$ cat config.mk
export PLATFORM = sky130hd
export DESIGN_NAME = ifu
export DESIGN_NICKNAME = d
export VERILOG_FILES = /design/src/fetch_pkg.sv /design/src/ifu.sv
export SDC_FILE = /design/constraint.sdc
export NUM_CORES = 1
export LEC_CHECK = 0
export BUFFER_PORTS_ARGS = -buffer_cell sky130_fd_sc_hd__buf_4
export CAP_MARGIN = 0
export CORE_UTILIZATION = 46
export DETAILED_ROUTE_END_ITERATION = 10
export PLACE_DENSITY = 0.86
export SLEW_MARGIN = 10
export SYNTH_ARGS = -nofsm -noshare
export SYNTH_HDL_FRONTEND = slang
export SYNTH_SLANG_ARGS = --single-unit
$ cat constraint.sdc
create_clock -name clk -period 2.4 [get_ports clk]
set_input_delay 0.24 -clock clk [delete_from_list [all_inputs] [get_ports clk]]
set_output_delay 0.24 -clock clk [all_outputs]
set_load 0.005 [all_outputs]
$ cat src/fetch_pkg.sv
package fetch_pkg;

  // byte address and instruction word
  typedef logic [31:0] addr_t;
  typedef logic [31:0] inst_t;

  // one row of an instruction bank
  typedef logic [63:0] dword_t;

  typedef logic [31:0] count_t;

  // doubleword read request from the fetch unit
  typedef struct packed {
    logic  valid;
    addr_t addr;
  } fetch_req_t;

  // read data returned by a bank
  typedef struct packed {
    logic   valid;
    dword_t data;
  } fetch_rsp_t;

  // program load, one 32-bit word per request
  typedef struct packed {
    logic  valid;
    addr_t addr;
    inst_t data;
  } load_req_t;

  // where the current fetch spends its time
  typedef enum logic [1:0] {
    perf_idle,
    perf_wait_mem,
    perf_wait_down
  } perf_state_t;

  // ebreak stops the core
  localparam inst_t EBREAK_INST = 32'h0010_0073;

endpackage

$ cat src/ifu.sv
`timescale 1ns/1ps

module ifu
  import fetch_pkg::*;
#(
  parameter addr_t RESET_PC = 32'h8000_0000
) (
  input  logic       clk,
  input  logic       rstn,
  input  addr_t      npc,
  input  logic       inst_ready,
  output logic       inst_valid,
  output inst_t      inst,
  output addr_t      pc,
  output logic       halt,
  output fetch_req_t req,
  input  logic       arready,
  input  fetch_rsp_t rsp,
  output logic       rready
);

  typedef enum logic {
    ifu_issue,
    ifu_wait
  } ifu_state_t;

  ifu_state_t state;
  logic       run;
  addr_t      fetch_addr;
  logic       req_fire;
  logic       down_fire;

  // request goes out from the first cycle after reset release
  assign req.valid = run && (state == ifu_issue);
  assign req.addr  = fetch_addr;
  assign req_fire  = req.valid && arready;

  // bank holds its data until the downstream stage takes it
  assign inst_valid = rsp.valid;
  assign rready     = inst_ready;
  assign down_fire  = inst_valid && inst_ready;

  // pick the 32-bit half by address bit 2
  assign inst = pc[2] ? rsp.data[63:32] : rsp.data[31:0];

  assign halt = down_fire && (inst == EBREAK_INST);

  always_ff @(posedge clk) begin
    if (!rstn) begin
      state      <= ifu_issue;
      run        <= 1'b0;
      fetch_addr <= RESET_PC;
      pc         <= RESET_PC;
    end else begin
      run <= 1'b1;
      case (state)
        ifu_issue: begin
          // address accepted, it becomes the pc in flight
          if (req_fire) begin
            state <= ifu_wait;
            pc    <= fetch_addr;
          end
        end
        ifu_wait: begin
          // execute stage supplies the next address
          if (down_fire) begin
            state      <= ifu_issue;
            fetch_addr <= npc;
          end
        end
        default: begin
          state <= ifu_issue;
        end
      endcase
    end
  end

  // stalled instruction and its pc must not move
  a_inst_hold: assert property (
    @(posedge clk) disable iff (!rstn)
    inst_valid && !inst_ready |=> inst_valid && $stable(inst) && $stable(pc)
  ) else $error("inst changed under back-pressure");

  // one fetch in flight, so data only shows up while waiting
  a_rsp_in_wait: assert property (
    @(posedge clk) disable iff (!rstn)
    rsp.valid |-> state == ifu_wait
  ) else $error("response without an outstanding fetch");

endmodule

Word level (Yosys, flattened, before mapping)
Index checks and enable logic that the tools add are counted.
Word-level totals
  bits in registers: 66
  input bits: 101
  output and inout bits: 100
  logic and storage cells: 17
Cells by class
  equal/unequal tests: 1
  multiplexer cells: 5
  bitwise operators: 1
  reduce and logical (&&, ||, !) cells: 6
Operator list (number)
  $eq 32x21->1 const B: 1
  $mux 32: 1
  $logic_and 1x1->1: 4
  $reduce_and 2->1: 2
  $mux 1: 3
  $pmux 1 s2: 1
  $not 1->1: 1

Depth between registers and ports, before layout
  depth after elaboration: 5
  depth in mapped cells: 6

Worst setup path before layout
OpenSTA, ideal clock, no wires.
  path type: flip-flop to output port
  from: register pc[2]
  to: output port halt
  data arrival time: 1.166 ns
  required time: 2.160 ns
  slack: 0.994 ns
  cell stages (with the launch flop): 5
  path buffers: 1
  cell sequence: dfxtp_1 -> buf_6 -> mux2_4 -> nor3_2 -> o2111a_1
On the way
  cells in the longest elaborated chain, start to end: 3
Ends and longest elaborated chain
  start, declared: RTL line ifu.sv:14  | output addr_t pc,
  start signal, assigned: RTL line ifu.sv:61  | pc <= fetch_addr;
  $mux 32: RTL line ifu.sv:44  | assign inst = pc[2] ? rsp.data[63:32] : rsp.data[31:0];
  net inst[31]: RTL line ifu.sv:13  | output inst_t inst,
  $eq 32x21->1: RTL line ifu.sv:46  | assign halt = down_fire && (inst == EBREAK_INST);
  $logic_and 1x1->1: RTL line ifu.sv:46
  end, declared: RTL line ifu.sv:15  | output logic halt,
The timed path passes the listed nets, and every way through them passes these cells.

Worst setup path after layout
  from: register pc[2]
  to: output port halt
On the way
  cells in the longest elaborated chain, start to end: 3
Ends and longest elaborated chain (RTL line)
  $mux 32: ifu.sv:44
  $eq 32x21->1: ifu.sv:46
  $logic_and 1x1->1: ifu.sv:46
Every way passes these cells.

==> results.md <==
* Grt ovf at 0
* Final Hold Viols at 0
* Post-synthesis compound-gate area fraction at 17.1%
* Post-synth top area cell: dfxtp_1
* Worst path buffer plus inverter count at 2
* Achievable Freq at 489 MHz
* Width of the die at 84.2 µm
* Placed cell areas at 0.00460 mm²
* Vias in the first global route at 3076
* GP Congestion at 0.863
* Comb power frac at 15.2%
* Via density at 5.02
* ANT cells at 0
* Post-Synth Simple-Gate Area at 23.3%
* Hold Crit Class: primary input to register
* Startpoint types: register
* Post-Synth XOR/XNOR Area at 0%
* CTS Sinks at 66
* Initial Util at 48.4%
* Slowest CP cell: dfxtp_1
* CORE AREA at 0.00642 mm²
* Die span in y at 84.2 µm
* Post-synthesis adder-cell area fraction at 0%
* Met3 Resource Use GR at 6.29%
* Placed instance count at 611
* WL final at 9230 µm
* Clock share of power at 35.3%
* CP Max Fanout at 24
* #FFs+latches synth at 66
* Drt pass-1 iters at 9
* GR Layer Usage met2 at 46.1%
* Most used cell, CP: buf_4
* Multi-input logic area at 0.00162 mm²
* Syn Inst Count at 355
* Setup TNS at 0 ns
* Switching part of the total power at 25.2%
* CTS tree: done
* Gr usage total at 25.7%
* Cell family with most CP delay: buffers and inverters
* Post-DP HPWL at 6980 µm
* Unrepaired setup endpoints after global routing: no
* CP peak stage delay at 0.36 ns
* Gr busiest metal: met2
* Boundary pin count at 201
* Data arrival, critical path at 1.80 ns
* Buffers on Ports at 200
* Global-route wire length before repair at 14400 µm
* Design area at 0.00477 mm²
* Distinct cell type count after synthesis at 28
* Crit-path cells: buf_4 -> mux2_4 -> nor3_2 -> o2111a_1 -> buf_4
* Final setup viols at 0
* Clk Latency, worst-skew pair at 0.33 ns
* Layout cells sized above 1 at 50.4%
* Top post-synthesis cells by area: dfxtp_1, nand2_1, a21boi_1
* VDD IR max at 0.380 mV
* Data required time of the critical path at 2.16 ns
* Max cap viols at 0
* Syn Nets at 456
* Leak Pwr at 2.07 nW
* Yosys Warn Count at 0
* Largest net degree at the start of global routing at 67
* Setup Skew at 0.00624 ns
* Mean post-synth cell area at 8.75 µm²
* H-tree depth at 3
* Fill cells at 505
* Critical Path Sink Type: output port
* Vias at 3149
* Fraction of synthesized area in multiplexers at 11.8%
* Final nets at 646
* Placement Rows at 29
* Antenna viol nets, final at 0
* Die area at 0.00709 mm²
* Yosys top cell area share at 42.5%
* Register area at 0.00132 mm²
* Layout area overhead at 53.5%
* Fin crit period at 2.04 ns
* Switch Pwr at 0.571 mW
* Initial DRC Count at 105
* Part of the power in registers at 49.5%
* PwrDens at 474 mW/mm²
* Worst-margin pin slew at 0.518 ns
* Worst Path Class, Setup: register to output port
* Post-route insts no fill at 627
* Mapped Area at 0.00311 mm²
* Max clock buf depth at 2
* Proportion of synthesized chip area in sequential cells at 42.5%
* Commonest non-fill, non-tap cell in the layout: buf_4
* Wirelength per Cell at 14.7 µm
* Initial antenna violation count at 0
* Status: finished, violations left
* Most frequent cells in the layout: buf_4, nand2_1, dfxtp_1
* Period utilization at 85.1%
* Post_cts resized at 0
* Failing checks: DRC
* Max-slew violations at 0
* Met1 usage at 28.1%
* Clock root cell: clkbuf_8
* DR DRC count at 30
* # Post-CTS Setup Buffers at 0
* TritonCTS buffer count at 9
* Internal at 1.69 mW
* Clk slew on worst S/H paths at 0.08 ns
* Relative slew slack at 65.4%
* Main combinational cell family by area after synthesis: simple AND/OR/NAND/NOR gates
* Cts hold-fix bufs at 0
[sequential cells by signal (all words and copies together), names as in the netlist]
| signal | flops |
|---|---|
| fetch_addr | 32 |
| pc | 32 |
| run | 1 |
| state | 1 |
[cell usage after synthesis]
cell type  count
a21boi_1      53
a21boi_2      10
and2_1         1
and3_1         1
buf_2          4
buf_4          6
buf_6          3
buf_8          1
clkbuf_1      13
dfxtp_1       66
mux2_2        30
mux2_4         2
nand2_1      123
nand2_2       10
nand2_4        1
nand3_1        5
nand3b_1       1
nand4_1        3
nor2_1         4
nor2b_4        1
nor3_1         2
nor3_2         1
nor3b_1        1
nor4_1         8
nor4b_1        1
nor4bb_1       1
o2111a_1       1
o21ai_0        2
[cell families (layout without fill, tap and decap cells)]
group | Yosys count | in the layout
AND/OR/NAND/NOR | 164 | 164
AO/OA/AOI/OAI | 66 | 66
flip-flops | 66 | 66
multiplexers | 32 | 32
buffers and inverters | 27 | 222
[tightest hold or removal path, delay by kind of cell]
| kind | cells | cell delay, ns |
|---|---|---|
| simple gates | 2 | 0.11 |
| buf+inv | 1 | 0.07 |
[per-layer routing]
metal,vias up,wire length [µm],part of all wire [%]
met3,28,722,7.8
li1,1564,-,-
met5,-,0,0
met1,1429,3410,37
met2,128,4740,51
met4,0,355,3.8
[power by group through the flow]
stage,clock network (mW),logic (mW),registers (mW)
floorplan,0,0.125,1.15
global placement,0,0.339,1.15
detailed placement,0,0.343,1.15
CTS,0.819,0.345,1.12
global route,0.873,0.368,1.12
finish,0.799,0.344,1.12
[final cells by class]
type	count	area share, %
Multi-Input combinational cell	262	34.0
Sequential cell	66	27.7
Clock buffer	9	2.60
Clock inverter	7	0.970
Tap cell	77	2.02
Timing Repair Buffer	206	32.7
[per-stage QoR]
| step | setup WS [ns] | total power, mW | hold WS [ns] | util, % |
|---|---|---|---|---|
| detailed placement | 0.712 | 1.49 | 0.445 | 71.6 |
| global placement | 0.727 | 1.48 | 0.441 | 71.6 |
| floorplan | 0.994 | 1.27 | 0.268 | - |
| CTS | 0.345 | 2.28 | 0.117 | 74.3 |
| finish | 0.357 | 2.26 | 0.122 | 74.3 |
| global route | 0.240 | 2.36 | 0.123 | 74.3 |
[worst paths after layout]
path | from | to | slack [ns] | depth (start not counted)
setup / recovery | pc[2] | halt | 0.36 | 5
hold / removal | npc[31] | fetch_addr[31] | 0.12 | 3
setup reg to reg | state | fetch_addr[31] | 0.90 | 4
hold reg to reg | pc[6] | pc[6] | 0.45 | 2
No activity file was read; power rests on OpenSTA's default activity.
