--- src/fetch_pkg.sv ---
package fetch_pkg;

  // byte address and instruction word
  typedef logic [31:0] addr_t;
  typedef logic [31:0] inst_t;

  // one row of an instruction bank
  typedef logic [63:0] dword_t;

  typedef logic [31:0] count_t;

  // doubleword read request from the fetch unit
  typedef struct packed {
    logic  valid;
    addr_t addr;
  } fetch_req_t;

  // read data returned by a bank
  typedef struct packed {
    logic   valid;
    dword_t data;
  } fetch_rsp_t;

  // program load, one 32-bit word per request
  typedef struct packed {
    logic  valid;
    addr_t addr;
    inst_t data;
  } load_req_t;

  // where the current fetch spends its time
  typedef enum logic [1:0] {
    perf_idle,
    perf_wait_mem,
    perf_wait_down
  } perf_state_t;

  // ebreak stops the core
  localparam inst_t EBREAK_INST = 32'h0010_0073;

endpackage

--- src/fetch_perf.sv ---
`timescale 1ns/1ps

module fetch_perf
  import fetch_pkg::*;
(
  input  logic   clk,
  input  logic   rstn,
  input  logic   req_fire,
  input  logic   inst_valid,
  input  logic   inst_ready,
  output count_t fetch_count,
  output count_t wait_mem_cycles,
  output count_t wait_down_cycles
);

  perf_state_t state;
  logic        down_fire;
  logic        mem_wait;
  logic        down_wait;

  assign down_fire = inst_valid && inst_ready;

  // one cycle per fetch, the bank answers right after the request
  assign mem_wait  = (state == perf_wait_mem);
  // data is there but not taken, first stall cycle included
  assign down_wait = (state != perf_idle) && inst_valid && !inst_ready;

  always_ff @(posedge clk) begin
    if (!rstn) begin
      state <= perf_idle;
    end else begin
      case (state)
        perf_idle: begin
          if (req_fire) begin
            state <= perf_wait_mem;
          end
        end
        perf_wait_mem: begin
          if (down_fire) begin
            state <= perf_idle;
          end else if (inst_valid) begin
            state <= perf_wait_down;
          end
        end
        perf_wait_down: begin
          if (down_fire) begin
            state <= perf_idle;
          end
        end
        default: begin
          state <= perf_idle;
        end
      endcase
    end
  end

  always_ff @(posedge clk) begin
    if (!rstn) begin
      fetch_count      <= '0;
      wait_mem_cycles  <= '0;
      wait_down_cycles <= '0;
    end else begin
      if (down_fire) begin
        fetch_count <= fetch_count + 1'b1;
      end
      if (mem_wait) begin
        wait_mem_cycles <= wait_mem_cycles + 1'b1;
      end
      if (down_wait) begin
        wait_down_cycles <= wait_down_cycles + 1'b1;
      end
    end
  end

endmodule

--- config.mk ---
export PLATFORM = sky130hd
export DESIGN_NAME = fetch_perf
export DESIGN_NICKNAME = d
export VERILOG_FILES = /design/src/fetch_pkg.sv /design/src/fetch_perf.sv
export SDC_FILE = /design/constraint.sdc
export NUM_CORES = 1
export LEC_CHECK = 0
export BUFFER_PORTS_ARGS = -buffer_cell sky130_fd_sc_hd__buf_2
export CAP_MARGIN = 25
export CORE_UTILIZATION = 45
export CTS_CLUSTER_SIZE = 24
export DETAILED_ROUTE_END_ITERATION = 7
export GPL_ROUTABILITY_DRIVEN = 0
export PLACE_DENSITY = 0.78
export SLEW_MARGIN = 10
export SYNTH_ARGS = -nofsm -noshare
export SYNTH_HDL_FRONTEND = slang
export SYNTH_SLANG_ARGS = --single-unit
--- constraint.sdc ---
create_clock -name clk -period 3.2 [get_ports clk]
set_input_delay 0.48 -clock clk [delete_from_list [all_inputs] [get_ports clk]]
set_output_delay 0.48 -clock clk [all_outputs]
set_load 0.03 [all_outputs]
### Yosys cells after proc, flatten, opt, wreduce, memory -nomap -nowiden

Index checks and enable logic that the tools add are counted.

| storage, ports and cells | value |
|---|---|
| register bits | 98 |
| output and inout port bits | 96 |

| operators by class | value |
|---|---|
| equality and inequality tests | 5 |
| mux-type cells | 5 |
| reduce and logical (&&, ||, !) cells | 7 |
| add/subtract/negate cells | 3 |

Operators by type and width:

| operator | number |
|---|---|
| $add 32x1->32 const B | 3 |
| $mux 2 | 4 |
| $pmux 2 s3 | 1 |
| $ne 2x2->1 const B | 2 |
| $logic_and 1x1->1 | 3 |
| $ne 3x3->1 const B | 1 |
| $reduce_and 3->1 | 1 |
| $eq 2x1->1 const B | 1 |
| $eq 2x2->1 const B | 1 |
| $logic_not 2->1 | 1 |
| $reduce_bool 2->1 | 1 |
| $logic_not 1->1 | 1 |

### Depth between registers and ports, before layout

| depth | value |
|---|---|
| depth after elaboration | 3 |
| mapped depth | 7 |
| mapped depth without buffers | 6 |

### Worst setup path before layout

No wires, ideal clock.

| path | value |
|---|---|
| path kind | reg2reg |
| start point | register fetch_count[0] |
| end point | register fetch_count[24] |
| stages on the path, launching flop included | 8 |
| setup slack | 1.033 ns |
| required time | 3.085 ns |
| path buffers | 1 |
| arrival time | 2.052 ns |
| clock period less this slack | 2.167 ns |
| path through | dfxtp_1 -> ha_1 -> nand3_4 -> or4_4 -> buf_6 -> nor4_4 -> xor2_1 -> and2_1 |

| between the ends | value |
|---|---|
| longest elaborated chain between the ends | 1 |

Ends and longest elaborated chain:

| what | line | RTL |
|---|---|---|
| start, declared | fetch_perf.sv:11 | `output count_t fetch_count,` |
| start signal, assigned | fetch_perf.sv:64 | `fetch_count <= fetch_count + 1'b1;` |
| $add 32x1->32 | fetch_perf.sv:64 |  |

Every way passes these cells.
A chain may end at the register's enable or synchronous reset.

### Worst setup path after layout

| path | value |
|---|---|
| start point | register wait_down_cycles[7] |
| end point | register wait_down_cycles[23] |

| between the ends | value |
|---|---|
| longest elaborated chain between the ends | 1 |

Ends and longest elaborated chain:

| what | line | RTL |
|---|---|---|
| start, declared | fetch_perf.sv:13 | `output count_t wait_down_cycles` |
| start signal, assigned | fetch_perf.sv:70 | `wait_down_cycles <= wait_down_cycles + 1'b1;` |
| $add 32x1->32 | fetch_perf.sv:70 |  |

Every way passes these cells.

==> flow_metrics.env <==
export IMPL_status="complete, no violations"
export IMPL_arrival_ns=2.57
export IMPL_fp_dieW_um=104
export IMPL_top_layer_used="met4"
export IMPL_cts_clk_slew_worst_paths_ns=0.09
export IMPL_min_from="req_fire"
export IMPL_avgSynthCellArea_um2=9.11
export IMPL_cts_hold_fix_buffers=0
export IMPL_crit_type="reg2reg"
export IMPL_wl_met2_mm=4.71
export IMPL_clk_latency_ns=0.37
export IMPL_synth_top_cell_area_share_pct=42.1
export IMPL_hp_class="in2reg"
export IMPL_cp_data_required_time_ns=3.50
export IMPL_port_buffers=100
export IMPL_cts_resized_gates=0
export IMPL_clock_path_buffers=2
export IMPL_p_per_area_nw_per_um2=383
export IMPL_ys_top_cells_by_area="dfxtp_1, and2_1, xnor2_1"
export IMPL_yosysSeqAreaShare_pct=42.1
export IMPL_ir_worst_vdd_mv=0.182
export IMPL_postRouteAntennaNets=0
export IMPL_final_min_clock_period_ns=2.27
export IMPL_diodes=0
export IMPL_fin_cells=744
export IMPL_grt_max_degree=101
export IMPL_rsz0062_at_grt="false"
export IMPL_final_common_cell="buf_2"
export IMPL_syn_nets=520
export IMPL_fin_crit_sh_pct=70.9
export IMPL_drive_gt1_share_pct=21.4
export IMPL_maxCapViolations=0
export IMPL_synth_main_ff_cell="dfxtp_1"
export IMPL_netlist_area_um2=4660
export IMPL_tns_ns=0
export IMPL_die_area_um2=10800
export IMPL_async_flop_share_pct=0
export IMPL_setup_violations=0
export IMPL_rows=36
export IMPL_h_tree_depth=3
export IMPL_area_delta_synth_final_pct=16.9
export IMPL_startpoint="wait_down_cycles[7]$_SDFFE_PN0P_"
export IMPL_slew_viol_final=0
export IMPL_nFillCells=910
export IMPL_cp_max_fo=11
export IMPL_dieHeight_um=104
export IMPL_cp_start_kind="register"
export IMPL_vias=3890
export IMPL_hpwlAfterDp_mm=7.08
export IMPL_r2r_start="wait_down_cycles[7]$_SDFFE_PN0P_"
export IMPL_rrSetupSlack_ns=0.93
export IMPL_drc=0
export IMPL_grt_pass1_vias=3633
export IMPL_first_pass_iters=4
export IMPL_final_hold_viol_count=0
export IMPL_ys_warn_count=0
export IMPL_cts_made_buffers=9
export IMPL_clock_skew_ns=0.00974
export IMPL_end_kind="register"
export IMPL_totalWireLength_mm=9.99
export IMPL_fin_nets=615
export IMPL_tightestPinTransition_ns=0.760
export IMPL_initial_core_util_pct=47.1
export IMPL_core_area_um2=9910
export IMPL_slew_headroom_pct=49.4
export IMPL_placedCellCount=729
export IMPL_grtUsageTotal_pct=19.1
export IMPL_synth_seq_cells=98
export IMPL_grt_ovfl_total=0
export IMPL_cts_tree="done"
export IMPL_postCtsSetupRepairBufs=0
export IMPL_synth_top_area_cell="dfxtp_1"
export IMPL_syn_inst=512
export IMPL_layout_common_cells="buf_2, dfxtp_1, and2_1"
export IMPL_antenna_found_initial=0
export IMPL_max_freq_ghz=0.441
export IMPL_m1WireLength_mm=4.70
export IMPL_wire_per_inst_um=13.4
export IMPL_drt_iter0_markers=136
export IMPL_grt_pass1_wl_mm=17.0
export IMPL_cts_num_sinks=98
export IMPL_met3_length_um=418
export IMPL_synth_edff_count=0
export IMPL_p_leak_nw=2.34
export IMPL_cts_root_buffer="clkbuf_8"
export IMPL_viasPerCell=5.23
export IMPL_synth_distinct_cells=44
export IMPL_ios=101
-- worst paths after layout --
path | depth (start not counted) | to
setup / recovery | 5 | wait_down_cycles[23]$_SDFFE_PN0P_
hold / removal | 3 | state[0]$_SDFFE_PN0P_
setup reg to reg | 5 | wait_down_cycles[23]$_SDFFE_PN0P_
hold reg to reg | 2 | fetch_count[1]$_SDFFE_PN0P_
-- logic make-up after synthesis --
group / count (synthesis) / synth area share (%)
flops: 98 / 42.1
simple gates: 273 / 35.1
buf+inv: 26 / 2.41
mux: 3 / 0.644
xor+xnor: 78 / 14.6
compound gates: 31 / 4.27
fa+ha+maj: 3 / 0.805
-- layout make-up --
class / count / area, um2 / share of cell area (%)
clock inverters: 2 / 37.5 / 0.689
inverters: 8 / 30.0 / 0.551
well taps: 133 / 166 / 3.05
repair buffers: 102 / 515 / 9.46
clock buffers: 13 / 149 / 2.73
multi-input cells: 388 / 2590 / 47.5
flip-flops and latches: 98 / 1960 / 36.0
-- registers in the layout, summed over array words and instances, names as in the netlist --
register / flops
fetch_count: 32
wait_mem_cycles: 32
state: 2
wait_down_cycles: 32
-- cells in the mapped netlist (2+ instances only) --
cell / number
dfxtp_1: 98
and2_1: 73
xnor2_1: 43
nand2_1: 39
xor2_1: 35
nand3_1: 31
nand4_1: 25
nor3_1: 22
clkbuf_1: 13
o21ai_0: 13
nor4_1: 12
or3_1: 11
a21boi_0: 9
and4_1: 9
nor2_1: 9
nor2b_1: 9
inv_1: 8
a21boi_1: 5
and3_1: 4
nand2b_1: 4
buf_2: 3
ha_1: 3
mux2i_1: 3
nand3b_1: 3
nor3_2: 3
or2_2: 3
nor4_2: 2
nor4_4: 2
o21a_1: 2
or4_1: 2
-- critical path: stages, from the launching register on --
cell	delay, ns
dfxtp_1	0.45
nand4_1	0.17
nor4_4	0.56
nand3_1	0.42
or3_1	0.42
a21boi_0	0.17
-- where the power goes --
part	internal, mW	switching [mW]
Sequential	1.22	0.00825
Combinational	0.0200	0.0396
Clock	0.380	0.415
Total	1.62	0.462
-- per-layer routing --
layer / global-route usage (%) / up-vias
met5: 0 / -
met1: 24.5 / 1843
met2: 31.4 / 82
met3: 3.96 / 12
met4: 7.35 / 0
li1: - / 1953
-- metrics by stage --
step	hold WS (ns)	worst slack [ns]	cell area, um2	power, mW	util (%)
after floorplan	0.469	1.03	4660	1.30	-
after global placement	0.486	1.01	5260	1.32	53.1
after detailed placement	0.499	0.917	5260	1.32	53.1
after CTS	0.419	0.953	5450	2.11	55.0
after global routing	0.470	0.742	5450	2.17	55.0
final	0.429	0.932	5450	2.09	55.0
Power figures use the tool's default switching activity.
