`src/fetch_pkg.sv`:
```
package fetch_pkg;

  // byte address and instruction word
  typedef logic [31:0] addr_t;
  typedef logic [31:0] inst_t;

  // one row of an instruction bank
  typedef logic [63:0] dword_t;

  typedef logic [31:0] count_t;

  // doubleword read request from the fetch unit
  typedef struct packed {
    logic  valid;
    addr_t addr;
  } fetch_req_t;

  // read data returned by a bank
  typedef struct packed {
    logic   valid;
    dword_t data;
  } fetch_rsp_t;

  // program load, one 32-bit word per request
  typedef struct packed {
    logic  valid;
    addr_t addr;
    inst_t data;
  } load_req_t;

  // where the current fetch spends its time
  typedef enum logic [1:0] {
    perf_idle,
    perf_wait_mem,
    perf_wait_down
  } perf_state_t;

  // ebreak stops the core
  localparam inst_t EBREAK_INST = 32'h0010_0073;

endpackage

```
`src/imem_bank.sv`:
```
`timescale 1ns/1ps

module imem_bank
  import fetch_pkg::*;
#(
  parameter int BANK_DEPTH = 64
) (
  input  logic                          clk,
  input  logic                          rstn,
  input  logic                          rd,
  input  logic                          wr,
  input  logic                          wr_hi,
  input  logic [$clog2(BANK_DEPTH)-1:0] row,
  input  inst_t                         wr_data,
  output logic                          ready,
  output fetch_rsp_t                    rsp,
  input  logic                          rready
);

  dword_t mem [BANK_DEPTH];
  dword_t rsp_data;
  logic   rsp_valid;
  logic   rd_fire;

  // one response at a time
  assign ready   = !rsp_valid;
  assign rd_fire = rd && ready;

  assign rsp.valid = rsp_valid;
  assign rsp.data  = rsp_data;

  // loads fill one half of a row
  always_ff @(posedge clk) begin
    if (wr) begin
      if (wr_hi) begin
        mem[row][63:32] <= wr_data;
      end else begin
        mem[row][31:0] <= wr_data;
      end
    end
    if (rd_fire) begin
      rsp_data <= mem[row];
    end
  end

  // data stays put until the consumer takes it
  always_ff @(posedge clk) begin
    if (!rstn) begin
      rsp_valid <= 1'b0;
    end else if (rd_fire) begin
      rsp_valid <= 1'b1;
    end else if (rready) begin
      rsp_valid <= 1'b0;
    end
  end

  a_rsp_after_read: assert property (
    @(posedge clk) disable iff (!rstn)
    $rose(rsp_valid) |-> $past(rd_fire)
  ) else $error("bank response without an accepted read");

endmodule

```
`config.mk`:
```
export PLATFORM = sky130hd
export DESIGN_NAME = imem_bank
export DESIGN_NICKNAME = d
export VERILOG_FILES = /design/src/fetch_pkg.sv /design/src/imem_bank.sv
export SDC_FILE = /design/constraint.sdc
export NUM_CORES = 2
export LEC_CHECK = 0
export BUFFER_PORTS_ARGS = -buffer_cell sky130_fd_sc_hd__buf_2
export CORE_AREA = 2 2 564 566
export DETAILED_ROUTE_END_ITERATION = 8
export DIE_AREA = 0 0 566 568
export PLACE_DENSITY_LB_ADDON = 0.12
export SLEW_MARGIN = 20
export SYNTH_ARGS = -nofsm -noshare
export SYNTH_HDL_FRONTEND = slang
export SYNTH_SLANG_ARGS = --single-unit
```
`constraint.sdc`:
```
create_clock -name clk -period 4.5 [get_ports clk]
set_input_delay 0.225 -clock clk [delete_from_list [all_inputs] [get_ports clk]]
set_output_delay 0.225 -clock clk [all_outputs]
set_load 0.005 [all_outputs]
```
Word level (Yosys, flattened, before mapping)
Memory sizes are Yosys's and may differ from the RTL's. A register that Yosys moved wholly into a read port is not among the register bits.
Index checks and enable logic that the tools add are counted.
{ "op_classes": {"n_reduce_logical": 3, "mux": 8} }
{ "op_table": {"columns": ["op", "count"], "rows": [
  ["1-bit 2-to-1 mux", 8],
  ["2-bit nonzero test", 1],
  ["1-bit logical AND", 1],
  ["1-bit zero test", 1]
]} }
{ "word_totals": {"mem_count": 1, "in_bits": 44, "reg_bits": 1, "out_inout_bits": 66, "ramBits": 4096, "wordCells": 13} }
{ "mem_list": {"columns": ["memory", "depth", "word_bits", "read_ports", "rd_ports_with_merged_regs", "wr", "line_no", "rtl"], "rows": [
  ["mem", 64, 64, 1, 1, 1, "imem_bank.sv:20", "dword_t mem [BANK_DEPTH];"]
]} }

Depth between registers and ports, before layout
{ "depth": {"word_depth": 3, "ltp_mapped": 11, "mapped_depth_nobuf": 6} }

Least setup slack after synthesis
No wires, ideal clock.
{ "synth_path": {"kind": "reg2reg", "from": "register rsp_valid", "to": "register rsp_data[0] (read register of mem), enable pin", "path_slack_ps": 815, "stages_incl_launch_ff": 2, "path_buffers": 0, "period_less_slack_ps": 3685, "arrival_time_ps": 3191, "setup_ps": 494, "cell_sequence": "dfxtp_1 -> nor2b_1"} }
{ "synth_between": {"elab_chain_len": 2} }
{ "synth_rtl": {"columns": ["item", "line_no", "rtl"], "rows": [
  ["start: declaration", "imem_bank.sv:22", "logic rsp_valid;"],
  ["start signal: assignment", "imem_bank.sv:49", "rsp_valid <= 1'b0;"],
  ["start signal: assignment", "imem_bank.sv:51", "rsp_valid <= 1'b1;"],
  ["start signal: assignment", "imem_bank.sv:53", "rsp_valid <= 1'b0;"],
  ["1-bit zero test", "imem_bank.sv:26", "assign ready = !rsp_valid;"],
  ["1-bit logical AND", "imem_bank.sv:27", "assign rd_fire = rd && ready;"],
  ["net rd_fire", "imem_bank.sv:23", "logic rd_fire;"],
  ["end: declaration", "imem_bank.sv:21", "dword_t rsp_data;"]
]} }
The timed path passes the listed nets, and every way through them passes these cells.
A chain may end at the register's enable or synchronous reset.

==> run metrics <==
setup slack, reg-to-reg=1.53 ns; die height=568 um; Slew Limit Headroom=11.3%; worst hold endpoint=rsp_valid; core area=0.316 mm2; hold_ws=0.0825 ns; cell area power density=455 mW/mm2; All-Layer GR Usage=30.4%; peak supply drop=0.330 mV; Total Power=81.7 mW; Synth warnings=0; sequential share of power=52.8%; dpl hpwl=283 mm; CTS Hold Buffers Added=34; Port Buffer Count=109; required time worst endpoint=5.19 ns; combinational share of power=5.6%; Top Ports=110; layout cells sized above 1=18.1%; Hold Fails Final Rpt=0; Worst R2R End=rsp_data[48]; ys async rst share=0%; Post-synth top flop=edfxtp_1; Area Growth Syn to Fin=14.1%; fin crit share=84.8%; #FFs+latches synth=4,161; Skew-Pair Late Insertion Delay=0.98 ns; fmax=262 MHz; Clock Sinks=4,161; average size of a mapped cell=18.2 um2; routed length per instance=36.7 um; dpl cells=12,670; Seq/Total Area, Yosys=79.5%; CTS tree=yes; crit path from=row[0]; Tmin final=3.82 ns; Max stage delay on crit path=0.74 ns; clk buf depth=4; Max-Cap Viols=0; vias per cell=6.76; max-slew violations=0; Vias=91,375; grt ovf=0; CP Max Fanout=48; synth top area cells=edfxtp_1 (80%), a221oi_1 (4.5%), a22oi_1 (2.4%); Crit path arrival time=4.51 ns; min-delay src=rready; DR DRC count=0; Setup crit start kind=input port; Post-Syn Area=0.157 mm2; P_sw=18.3 mW; RSZ-0062 raised after global routing=false; Pre-antenna DRT Iters=9; Resize count post-CTS=0; Sw Share=22.4%; LEAKAGE=55.9 nW; top cell type's share of synthesized area=79.5%; Mapped Cells=8,637; htree depth=5; routability congestion estimate from global placement=0.871; setup bufs post-CTS=0; CTS Buf Count=421; Root Driver=clkbuf_16; Hold Crit Depth=4; slowest CP cell=o221ai_1; Die X=566 um; initial core utilization=49.7%; clock slew at reported path FFs=0.06 ns; routed wire length=497 mm; Register-to-Register Path Depth=5; Hold/Removal Path Class=input port to register; cells along the critical path=dlygate4sd3_1 > buf_8 > and2_4 > buf_4 > buf_4 > a22oi_1 > o22ai_1 > nor3_1 > o221ai_1 > or4_1; reg-to-reg startpoint=mem[9][48]; setup TNS=0 ns; Worst-Margin Slew=1.33 ns; cell-internal power=63.3 mW; clock group share of total power=41.6%; CP endpoint kind=register; CP most frequent cell=buf_4; count of unique library cells instantiated by Yosys=59; final non-filler cell total=13,527; Setup Skew=0.0487 ns; area leader, netlist=edfxtp_1; initial antenna violation count=55; vias in the first global route=87,768; number of flops mapped to enable cells by yosys=4,160; status=completed; CP Class=input port to register; Setup-failing EPs final=0; Final #Nets=8,993; Fill cells=23,789; Starting DRT DRC Count=13,530; Post-Syn Nets=8,681; row count=207; Die Footprint=0.321 mm2; Final ANT Viol Nets=0; first-pass GRT wire length=692 mm; largest net degree at the start of global routing=129
-- cells in the mapped netlist, drive strengths merged, types with 3 or more instances --
cell / n
a21oi: 103
a221o: 32
a221oi: 803
a222oi: 32
a22o: 35
a22oi: 493
a31oi: 32
and2: 6
and3: 4
and3b: 4
buf: 226
clkbuf: 444
edfxtp: 4160
inv: 4
mux2: 293
mux2i: 218
mux4: 127
nand2: 364
nand3: 15
nand4: 31
nor2: 363
nor2b: 8
nor3: 44
nor3b: 5
o2111ai: 31
o21ai: 232
o221ai: 37
o22a: 83
o22ai: 297
o2bb2ai: 3
o32ai: 10
or2: 3
or3: 31
or4: 32
-- logic make-up (layout without fill, tap and decap cells) --
group	count (synthesis)	after routing	share of synthesized area, %
DFF	4161	4161	79.5
AOI/OAI and AO/OA	2242	2242	10.8
and+or+nand+nor	922	922	2.52
buffers and inverters	674	1331	1.82
muxes	638	638	5.31
other	0	53	0
-- registers in the layout, indices dropped and copies added (netlist names) --
signal,count
mem,4096
rsp_valid,1
rsp_data,64
-- layer usage --
layer / wire length, um / vias up / GRT usage [%]
met2: 223000 / 5540 / 45.4
li1: - / 36966 / -
met5: 79 / - / 0
met3: 52800 / 737 / 5.96
met1: 204000 / 48120 / 44.9
met4: 17300 / 12 / 10.2
-- through the flow --
| step | area [um2] | utilization (%) | setup WS [ns] |
|---|---|---|---|
| 2_1_floorplan | 157000 | - | 0.815 |
| 3_3_place_gp | 165000 | 52.3 | 0.269 |
| 3_5_place_dp | 165000 | 52.3 | 0.296 |
| 4_1_cts | 179000 | 56.6 | 0.915 |
| 5_1_grt | 179000 | 56.7 | 0.803 |
| 6_report | 179000 | 56.7 | 0.683 |
-- worst max-delay path: cells and delay by family --
| family | cells | cell delay (ns) |
|---|---|---|
| AOI/OAI and AO/OA | 3 | 1.16 |
| and+or+nand+nor | 3 | 1.52 |
| buffers and inverters | 4 | 1.49 |
-- power groups by stage --
stage / registers, mW / clock network (mW) / logic, mW
after detailed placement: 43.9 / 0 / 4.47
after CTS: 43.1 / 34.3 / 4.51
after floorplan: 43.8 / 0 / 2.05
after global routing: 43.1 / 35.7 / 4.75
after global placement: 43.9 / 0 / 4.41
final: 43.1 / 34.0 / 4.58
-- worst max-delay path by stage --
stage                   end  slack [ns]  cells after the start
3_5_place_dp   rsp_data[48]        0.30                      9
4_1_cts        rsp_data[48]        0.92                     10
6_report       rsp_data[48]        0.68                     10
5_1_grt        rsp_data[48]        0.80                     10
3_3_place_gp   rsp_data[48]        0.27                      9
2_1_floorplan   rsp_data[0]        0.82                      1
-- cells in the final DEF, fill, tap and decap left out, types with 32 or more instances in the layout --
master / n
edfxtp_1: 4160
a221oi_1: 803
a22oi_1: 493
clkbuf_16: 428
nand2_1: 360
buf_4: 355
o22ai_1: 296
mux2_2: 291
o21ai_0: 232
nor2_1: 230
mux2i_1: 218
nor2_4: 131
mux4_2: 127
clkinv_1: 115
a21oi_1: 103
buf_12: 88
clkinv_2: 86
o22a_1: 83
clkbuf_1: 78
buf_2: 74
diode_2: 53
nor3_1: 44
o221ai_1: 36
dlygate4sd3_1: 36
a22o_1: 35
a221o_1: 32
a222oi_1: 32
a31oi_1: 32
or4_1: 32
-- area by class of cell --
type / instances / area (um2) / area share [%]
antenna: 53 / 133 / 0.0740
clock buffer: 506 / 11000 / 6.14
clock inverter: 262 / 2280 / 1.27
inverter: 4 / 37.5 / 0.0209
multi-input combinational: 3802 / 30400 / 17.0
sequential: 4161 / 125000 / 69.7
tap: 4180 / 5230 / 2.92
timing repair buffer: 559 / 5250 / 2.93
Note: power is estimated with default switching activity, not from simulation.
