### src/fetch_pkg.sv
package fetch_pkg;

  // byte address and instruction word
  typedef logic [31:0] addr_t;
  typedef logic [31:0] inst_t;

  // one row of an instruction bank
  typedef logic [63:0] dword_t;

  typedef logic [31:0] count_t;

  // doubleword read request from the fetch unit
  typedef struct packed {
    logic  valid;
    addr_t addr;
  } fetch_req_t;

  // read data returned by a bank
  typedef struct packed {
    logic   valid;
    dword_t data;
  } fetch_rsp_t;

  // program load, one 32-bit word per request
  typedef struct packed {
    logic  valid;
    addr_t addr;
    inst_t data;
  } load_req_t;

  // where the current fetch spends its time
  typedef enum logic [1:0] {
    perf_idle,
    perf_wait_mem,
    perf_wait_down
  } perf_state_t;

  // ebreak stops the core
  localparam inst_t EBREAK_INST = 32'h0010_0073;

endpackage

### src/resp_merge.sv
`timescale 1ns/1ps

module resp_merge
  import fetch_pkg::*;
#(
  parameter int NUM_BANKS = 2
) (
  input  logic                         clk,
  input  logic                         rstn,
  input  logic                         issue,
  input  logic [$clog2(NUM_BANKS)-1:0] issue_bank,
  input  fetch_rsp_t                   bank_rsp [NUM_BANKS],
  output fetch_rsp_t                   rsp
);

  localparam int BANK_W = $clog2(NUM_BANKS);

  logic [BANK_W-1:0] sel_bank;

  // bank of the fetch in flight
  always_ff @(posedge clk) begin
    if (!rstn) begin
      sel_bank <= '0;
    end else if (issue) begin
      sel_bank <= issue_bank;
    end
  end

  // sel_bank is steady until the next issue, so a stalled
  // response keeps coming from the same bank
  assign rsp = bank_rsp[sel_bank];

  for (genvar i = 0; i < NUM_BANKS; i++) begin : g_src_chk
    a_rsp_src: assert property (
      @(posedge clk) disable iff (!rstn)
      bank_rsp[i].valid |-> sel_bank == BANK_W'(i)
    ) else $error("response from bank %0d, expected bank %0d", i, sel_bank);
  end

endmodule

### config.mk
export PLATFORM = sky130hd
export DESIGN_NAME = resp_merge
export DESIGN_NICKNAME = d
export VERILOG_FILES = /design/src/fetch_pkg.sv /design/src/resp_merge.sv
export SDC_FILE = /design/constraint.sdc
export NUM_CORES = 1
export LEC_CHECK = 0
export BUFFER_PORTS_ARGS = -buffer_cell sky130_fd_sc_hd__buf_2
export CELL_PAD_IN_SITES_DETAIL_PLACEMENT = 1
export CELL_PAD_IN_SITES_GLOBAL_PLACEMENT = 1
export CORE_MARGIN = 2
export CORE_UTILIZATION = 13
export CTS_CLUSTER_DIAMETER = 60
export CTS_CLUSTER_SIZE = 14
export DETAILED_ROUTE_END_ITERATION = 10
export PLACE_DENSITY_LB_ADDON = 0.1
export SYNTH_ARGS = -nofsm -noshare
export SYNTH_HDL_FRONTEND = slang
export SYNTH_SLANG_ARGS = --single-unit
### constraint.sdc
create_clock -name clk -period 1.1 [get_ports clk]
set_input_delay 0.22 -clock clk [delete_from_list [all_inputs] [get_ports clk]]
set_output_delay 0.22 -clock clk [all_outputs]
set_load 0.005 [all_outputs]
After elaboration in Yosys (flattened, before gate mapping)

Index checks and enable logic that the tools add are counted.

Register bits: 1
Latch bits: 0
Bits in writable memories: 0
Bits in read-only memories: 0
Output and inout port bits: 65
Memories kept: 0

Add/subtract/negate cells: 0
Multipliers: 0
Div/mod/pow operators: 0
Magnitude comparators: 1
Equality and inequality tests: 0
Shifts and indexed selects: 0
Mux-type cells: 3
Bitwise gates (word level): 1
Reductions and logical operators: 0

Operator list:

| operator                                                  | number |
|---|---|
| two-way mux 65 bit                                        | 3 |
| greater-or-equal comparator 2 bit (second input constant) | 1 |
| inverter 1 -> 2 bit                                       | 1 |

Logic depth before layout (Yosys ltp)

Gate-level depths: netlist (run 1).

Depth after elaboration: 4
Mapped depth: 3
Gate-level depth less buffers: 2

Worst setup path after synthesis (run 1)

Ideal clock, no wire load.

Path kind: flip-flop to output port
Start: register sel_bank
End: output port rsp[23] (netlist bit)
Data arrival time: 947 ps
Data required time: 880 ps
Path slack: -67 ps
Cell stages (with the launch flop): 4
Path through: dfxtp_1 > buf_6 > buf_6 > mux2_4

RTL lines:

| what                     | RTL line         | source |
|---|---|---|
| start: declaration       | resp_merge.sv:18 | `logic [BANK_W-1:0] sel_bank;` |
| start signal: assignment | resp_merge.sv:25 | `sel_bank <= issue_bank;` |
| end: declaration         | resp_merge.sv:13 | `output fetch_rsp_t rsp` |

==> flow_summary.json, run 1 <==
{
  "status": "finished with violations",
  "violations": "setup timing",
  "tns_ns": -10.65,
  "firstDrtPassIters": 2,
  "num-nets-final": 408,
  "largestRegisters": "sel_bank (1)",
  "clkTransAtPathRegs_ns": 0,
  "largest_reg_flops": 1,
  "grt_use_total": 0.102,
  "detail-route-antenna-nets": 0,
  "initial_core_util": 0.135,
  "p_switching_w": 0.000323,
  "ioPinCount": 199,
  "drc": 0,
  "drt_iter0_drc": 20,
  "worstMarginPinSlew_ns": 0.131,
  "synth.avg_cell_area_sq_um": 13.1,
  "postCtsSetupBuffers": 0,
  "crit_type": "reg -> out",
  "fin_skew_ns": 0,
  "wl_per_cell_um": 13.9,
  "setup_viol": 65,
  "p_per_area_nw_per_um2": 445,
  "hp-class": "in -> reg",
  "syn2layout_area_growth_pct": 150,
  "rsz0062_at_grt": "true",
  "fin_ws_ns": -0.185,
  "drt-total-wl_um": 5150,
  "yosys.area.top_type_share": 0.610,
  "grt_max_degree": 27,
  "p_comb_frac": 0.957,
  "whs_ns": 0.435,
  "die_h_um": 91.0,
  "row_count": 31,
  "grt_pass1_vias": 1433,
  "internal_power_w": 0.000772,
  "p_clk_frac": 0,
  "hpwl_um": 4270,
  "finalCriticalPeriod_ns": 1.29,
  "p_sw_frac": 0.295,
  "yosys.cell_types.count": 7,
  "drv_cap": 0,
  "vias": 1421,
  "period_share": 1.17,
  "yosysSeqAreaShare": 0.0203,
  "synth_area_leaders": "mux2_4, mux2_2, buf_6",
  "die_w_um": 91.0,
  "p_leak_nw": 1.35,
  "syn_nets": 209,
  "regMostFlops": "sel_bank",
  "fmax_mhz": 778,
  "overflow": 0,
  "cts-hold-fix-buffers": 0,
  "hold_violations": 0,
  "via_per_inst": 3.83,
  "synth_cells": 75,
  "yosysTopAreaCell": "mux2_4",
  "slew_headroom": 0.910,
  "layout_common_cells": "buf_2, mux2_4, buf_6, mux2_2",
  "seqPwrFrac": 0.043,
  "die-area_sq_um": 8290,
  "reg2reg_depth": 3,
  "antenna_found_initial": 0,
  "peakVddDrop_mv": 0.195,
  "worst-path-max-fanout": 13,
  "crit_path_end_kind": "primary output",
  "yosys_warnings": 0,
  "n_antenna_cell": 0,
  "core_area_sq_um": 7290,
  "drive_above_1_share": 0.993,
  "final_common_cell": "buf_2",
  "ys_seq_elements": 1,
  "clk_latency_ns": 0,
  "dp_slack_ns": -0.196,
  "crit_required_ns": 0.88,
  "start_kind": "flip-flop",
  "grt_pass1_wl_um": 7180,
  "portBuffers": 198,
  "cp.arrival_ns": 1.07,
  "whs_path_depth": 2,
  "syn_area_sq_um": 985,
  "place.gp.congestion": 0.687,
  "maxSlewViolCount": 0
}
-- per-layer routing --
metal  vias up  track usage  share of wire
met2       104        0.210           0.55
met5         -            0              0
met1       637        0.105           0.34
li1        680            -              -
met3         0       0.0274           0.11
met4         0      0.00505              0
-- metrics by stage --
stage / util / cells / area (sq um) / total power (W)
floorplan: - / 75 / 1000 / 0.000449
global placement: 0.287 / 369 / 2090 / 0.000871
detailed placement: 0.287 / 369 / 2090 / 0.000880
CTS: 0.316 / 369 / 2310 / 0.00102
global route: 0.337 / 371 / 2460 / 0.00117
finish: 0.337 / 371 / 2460 / 0.00109
-- power by group through the flow --
stage / clock network, W / registers (W) / logic, W
6_report: 0 / 0.0000472 / 0.00105
5_1_grt: 0 / 0.0000486 / 0.00112
4_1_cts: 0 / 0.0000428 / 0.000975
3_5_place_dp: 0 / 0.0000427 / 0.000837
3_3_place_gp: 0 / 0.0000427 / 0.000829
2_1_floorplan: 0 / 0.0000410 / 0.000408
-- logic make-up after synthesis --
logic type | count (synthesis) | synth area share
buffers and inverters | 7 | 0.0673
multiplexers | 66 | 0.906
AND/OR/NAND/NOR | 1 | 0.00636
flip-flops | 1 | 0.0203
-- layout make-up --
cell class | instances | area, sq um
Fill cell | 880 | 4830
Timing Repair Buffer | 204 | 1380
Multi-Input combinational cell | 67 | 932
Tap cell | 99 | 124
Sequential cell | 1 | 23.8
-- path summary, 6_finish.rpt --
path            start        to  slack, ns
min reg2reg  sel_bank  sel_bank       0.77
min              rstn  sel_bank       0.43
max reg2reg  sel_bank  sel_bank       0.26
max          sel_bank   rsp[40]      -0.19
-- worst max-delay path, stage by stage, from the launching register on --
cell	delay [ns]
dfxtp_4	0.41
clkbuf_16	0.22
mux2_4	0.31
buf_6	0.12
-- cells in the mapped netlist (all sizes together) --
| cell type | instances |
|---|---|
| buf | 7 |
| nor2b | 1 |
| mux2i | 1 |
| dfxtp | 1 |
| mux2 | 65 |
-- what timing repair did --
action	in CTS	in global routing
cloned	0	2
setup endpoints to repair	65	65
resized for setup	35	20
pin swaps	0	0
(Power assumes the default switching activity.)
==> run 2, diff against run 1 <==
- CORE_UTILIZATION: 13 -> 15
- clock period: 1.1 -> 1.2 ns (I/O delays scaled with it)
==> flow_summary.json, run 2 (synthesis gave the netlist of run 1 again) <==
{
  "drv_cap": 0,
  "rr_endpoint": "sel_bank",
  "multi_input_area_sq_um": 970,
  "internal_power_w": 0.000795,
  "die_w_um": 85.0,
  "reg2reg_depth": 3,
  "crit_path_end_kind": "primary output",
  "maxSlewViolCount": 0,
  "drc": 0,
  "cts-hold-fix-buffers": 0,
  "fin_ws_ns": -0.120,
  "min_from": "rstn",
  "die_h_um": 85.0,
  "grt_pass1_vias": 1571,
  "p_sw_frac": 0.286,
  "finalCriticalPeriod_ns": 1.32,
  "initial_core_util": 0.155,
  "grt_pass1_wl_um": 7670,
  "grt_max_degree": 18,
  "hp-class": "in -> reg",
  "via_per_inst": 4.15,
  "die-area_sq_um": 7230,
  "holdPathEnd": "sel_bank",
  "core_area_sq_um": 6350,
  "firstDrtPassIters": 2,
  "p_clk_frac": 0,
  "finalCoreUtilization": 0.418,
  "hold_violations": 0,
  "p_leak_nw": 1.47,
  "rsz0062_at_grt": "true",
  "row_count": 29,
  "p_per_area_nw_per_um2": 420,
  "ioPinCount": 199,
  "slew_headroom": 0.923,
  "tns_ns": -6.11,
  "placed_cell_area_sq_um": 2100,
  "fin_total_pwr_w": 0.00111,
  "whs_ns": 0.477,
  "overflow": 0,
  "violations": "setup timing",
  "grt_use_total": 0.127,
  "setup_viol": 65,
  "hpwl_um": 4630,
  "p_switching_w": 0.000319,
  "largestRegisters": "sel_bank (1)",
  "start_kind": "flip-flop",
  "n_antenna_cell": 0,
  "regMostFlops": "sel_bank",
  "status": "finished with violations",
  "drt-total-wl_um": 5480,
  "num-nets-final": 416,
  "wl_per_cell_um": 15.4,
  "cp.arrival_ns": 1.08,
  "vias": 1481,
  "seqPwrFrac": 0.035,
  "final_area_sq_um": 2650,
  "p_comb_frac": 0.965,
  "worst-path-max-fanout": 8,
  "crit_required_ns": 0.96,
  "portBuffers": 198,
  "whs_path_depth": 2,
  "layout_common_cells": "buf_2, mux2_4, buf_6, mux2_2, buf_12",
  "clkTransAtPathRegs_ns": 0,
  "worstMarginPinSlew_ns": 0.112,
  "peakVddDrop_mv": 0.170,
  "final_common_cell": "buf_2",
  "detail-route-antenna-nets": 0,
  "crit_type": "reg -> out",
  "drive_above_1_share": 0.993,
  "worstReg2RegStart": "sel_bank",
  "place.gp.congestion": 0.674,
  "fmax_mhz": 758,
  "syn2layout_area_growth_pct": 170,
  "fin_skew_ns": 0,
  "fillers": 739,
  "r2r_slack_ns": 0.42,
  "regArea_sq_um": 23.8,
  "antenna_found_initial": 0,
  "drt_iter0_drc": 1,
  "clk_latency_ns": 0,
  "largest_reg_flops": 1,
  "period_share": 1.10
}
-- run 2: cell count changes in the layout (fill, tap and decap cells not counted), moves of 3 or more --
cell / previous run / this run
mux2_4: 49 / 59
buf_6: 46 / 56
buf_12: 2 / 5
buf_2: 154 / 144
buf_4: 0 / 3
mux2_2: 16 / 6
-- run 2: how the worst max path moves through the flow --
stage | to | slack, ns | start | depth (start not counted)
floorplan | rsp[23] | 0.01 | sel_bank | 3
detailed placement | rsp[0] | -0.13 | sel_bank | 3
global placement | rsp[2] | -0.14 | sel_bank | 3
finish | rsp[15] | -0.12 | sel_bank | 4
global route | rsp[16] | -0.14 | sel_bank | 4
CTS | rsp[25] | -0.11 | sel_bank | 3
-- run 2: what timing repair did --
item                                    in CTS  in global routing
gates resized for setup                     51                 28
gates cloned                                 0                  3
endpoints found under the setup margin      65                 65
buffers inserted                             0                  5
pin swaps                                    0                  0
-- run 2: through the flow --
step,std cells,setup slack (ns)
2_1_floorplan,75,0.0135
3_3_place_gp,349,-0.142
3_5_place_dp,349,-0.133
4_1_cts,349,-0.111
5_1_grt,357,-0.141
6_report,357,-0.120
-- run 2: worst max-delay path, stage by stage (launching register included) --
cell	delay [ns]
dfxtp_4	0.36
buf_4	0.13
clkbuf_16	0.14
mux2_2	0.32
buf_2	0.12
-- run 2: area by class of cell --
| class | instances | share of cell area |
|---|---|---|
| repair buffers | 212 | 0.589 |
| multi-input cells | 67 | 0.365 |
| well taps | 77 | 0.0363 |
| flip-flops and latches | 1 | 0.00896 |
-- run 2: layer usage --
layer	vias to the layer above	GRT usage	wire, um
li1	695	-	-
met1	664	0.148	2010
met2	122	0.251	2830
met3	0	0.0263	638
met4	0	0	0
met5	-	0	0
-- run 2: power by group through the flow --
| stage | Clock, W | Sequential [W] | Combinational [W] |
|---|---|---|---|
| after floorplan | 0 | 0.0000372 | 0.000367 |
| after global placement | 0 | 0.0000430 | 0.000780 |
| after detailed placement | 0 | 0.0000434 | 0.000786 |
| after CTS | 0 | 0.0000438 | 0.000956 |
| after global routing | 0 | 0.0000395 | 0.00115 |
| final | 0 | 0.0000392 | 0.00107 |
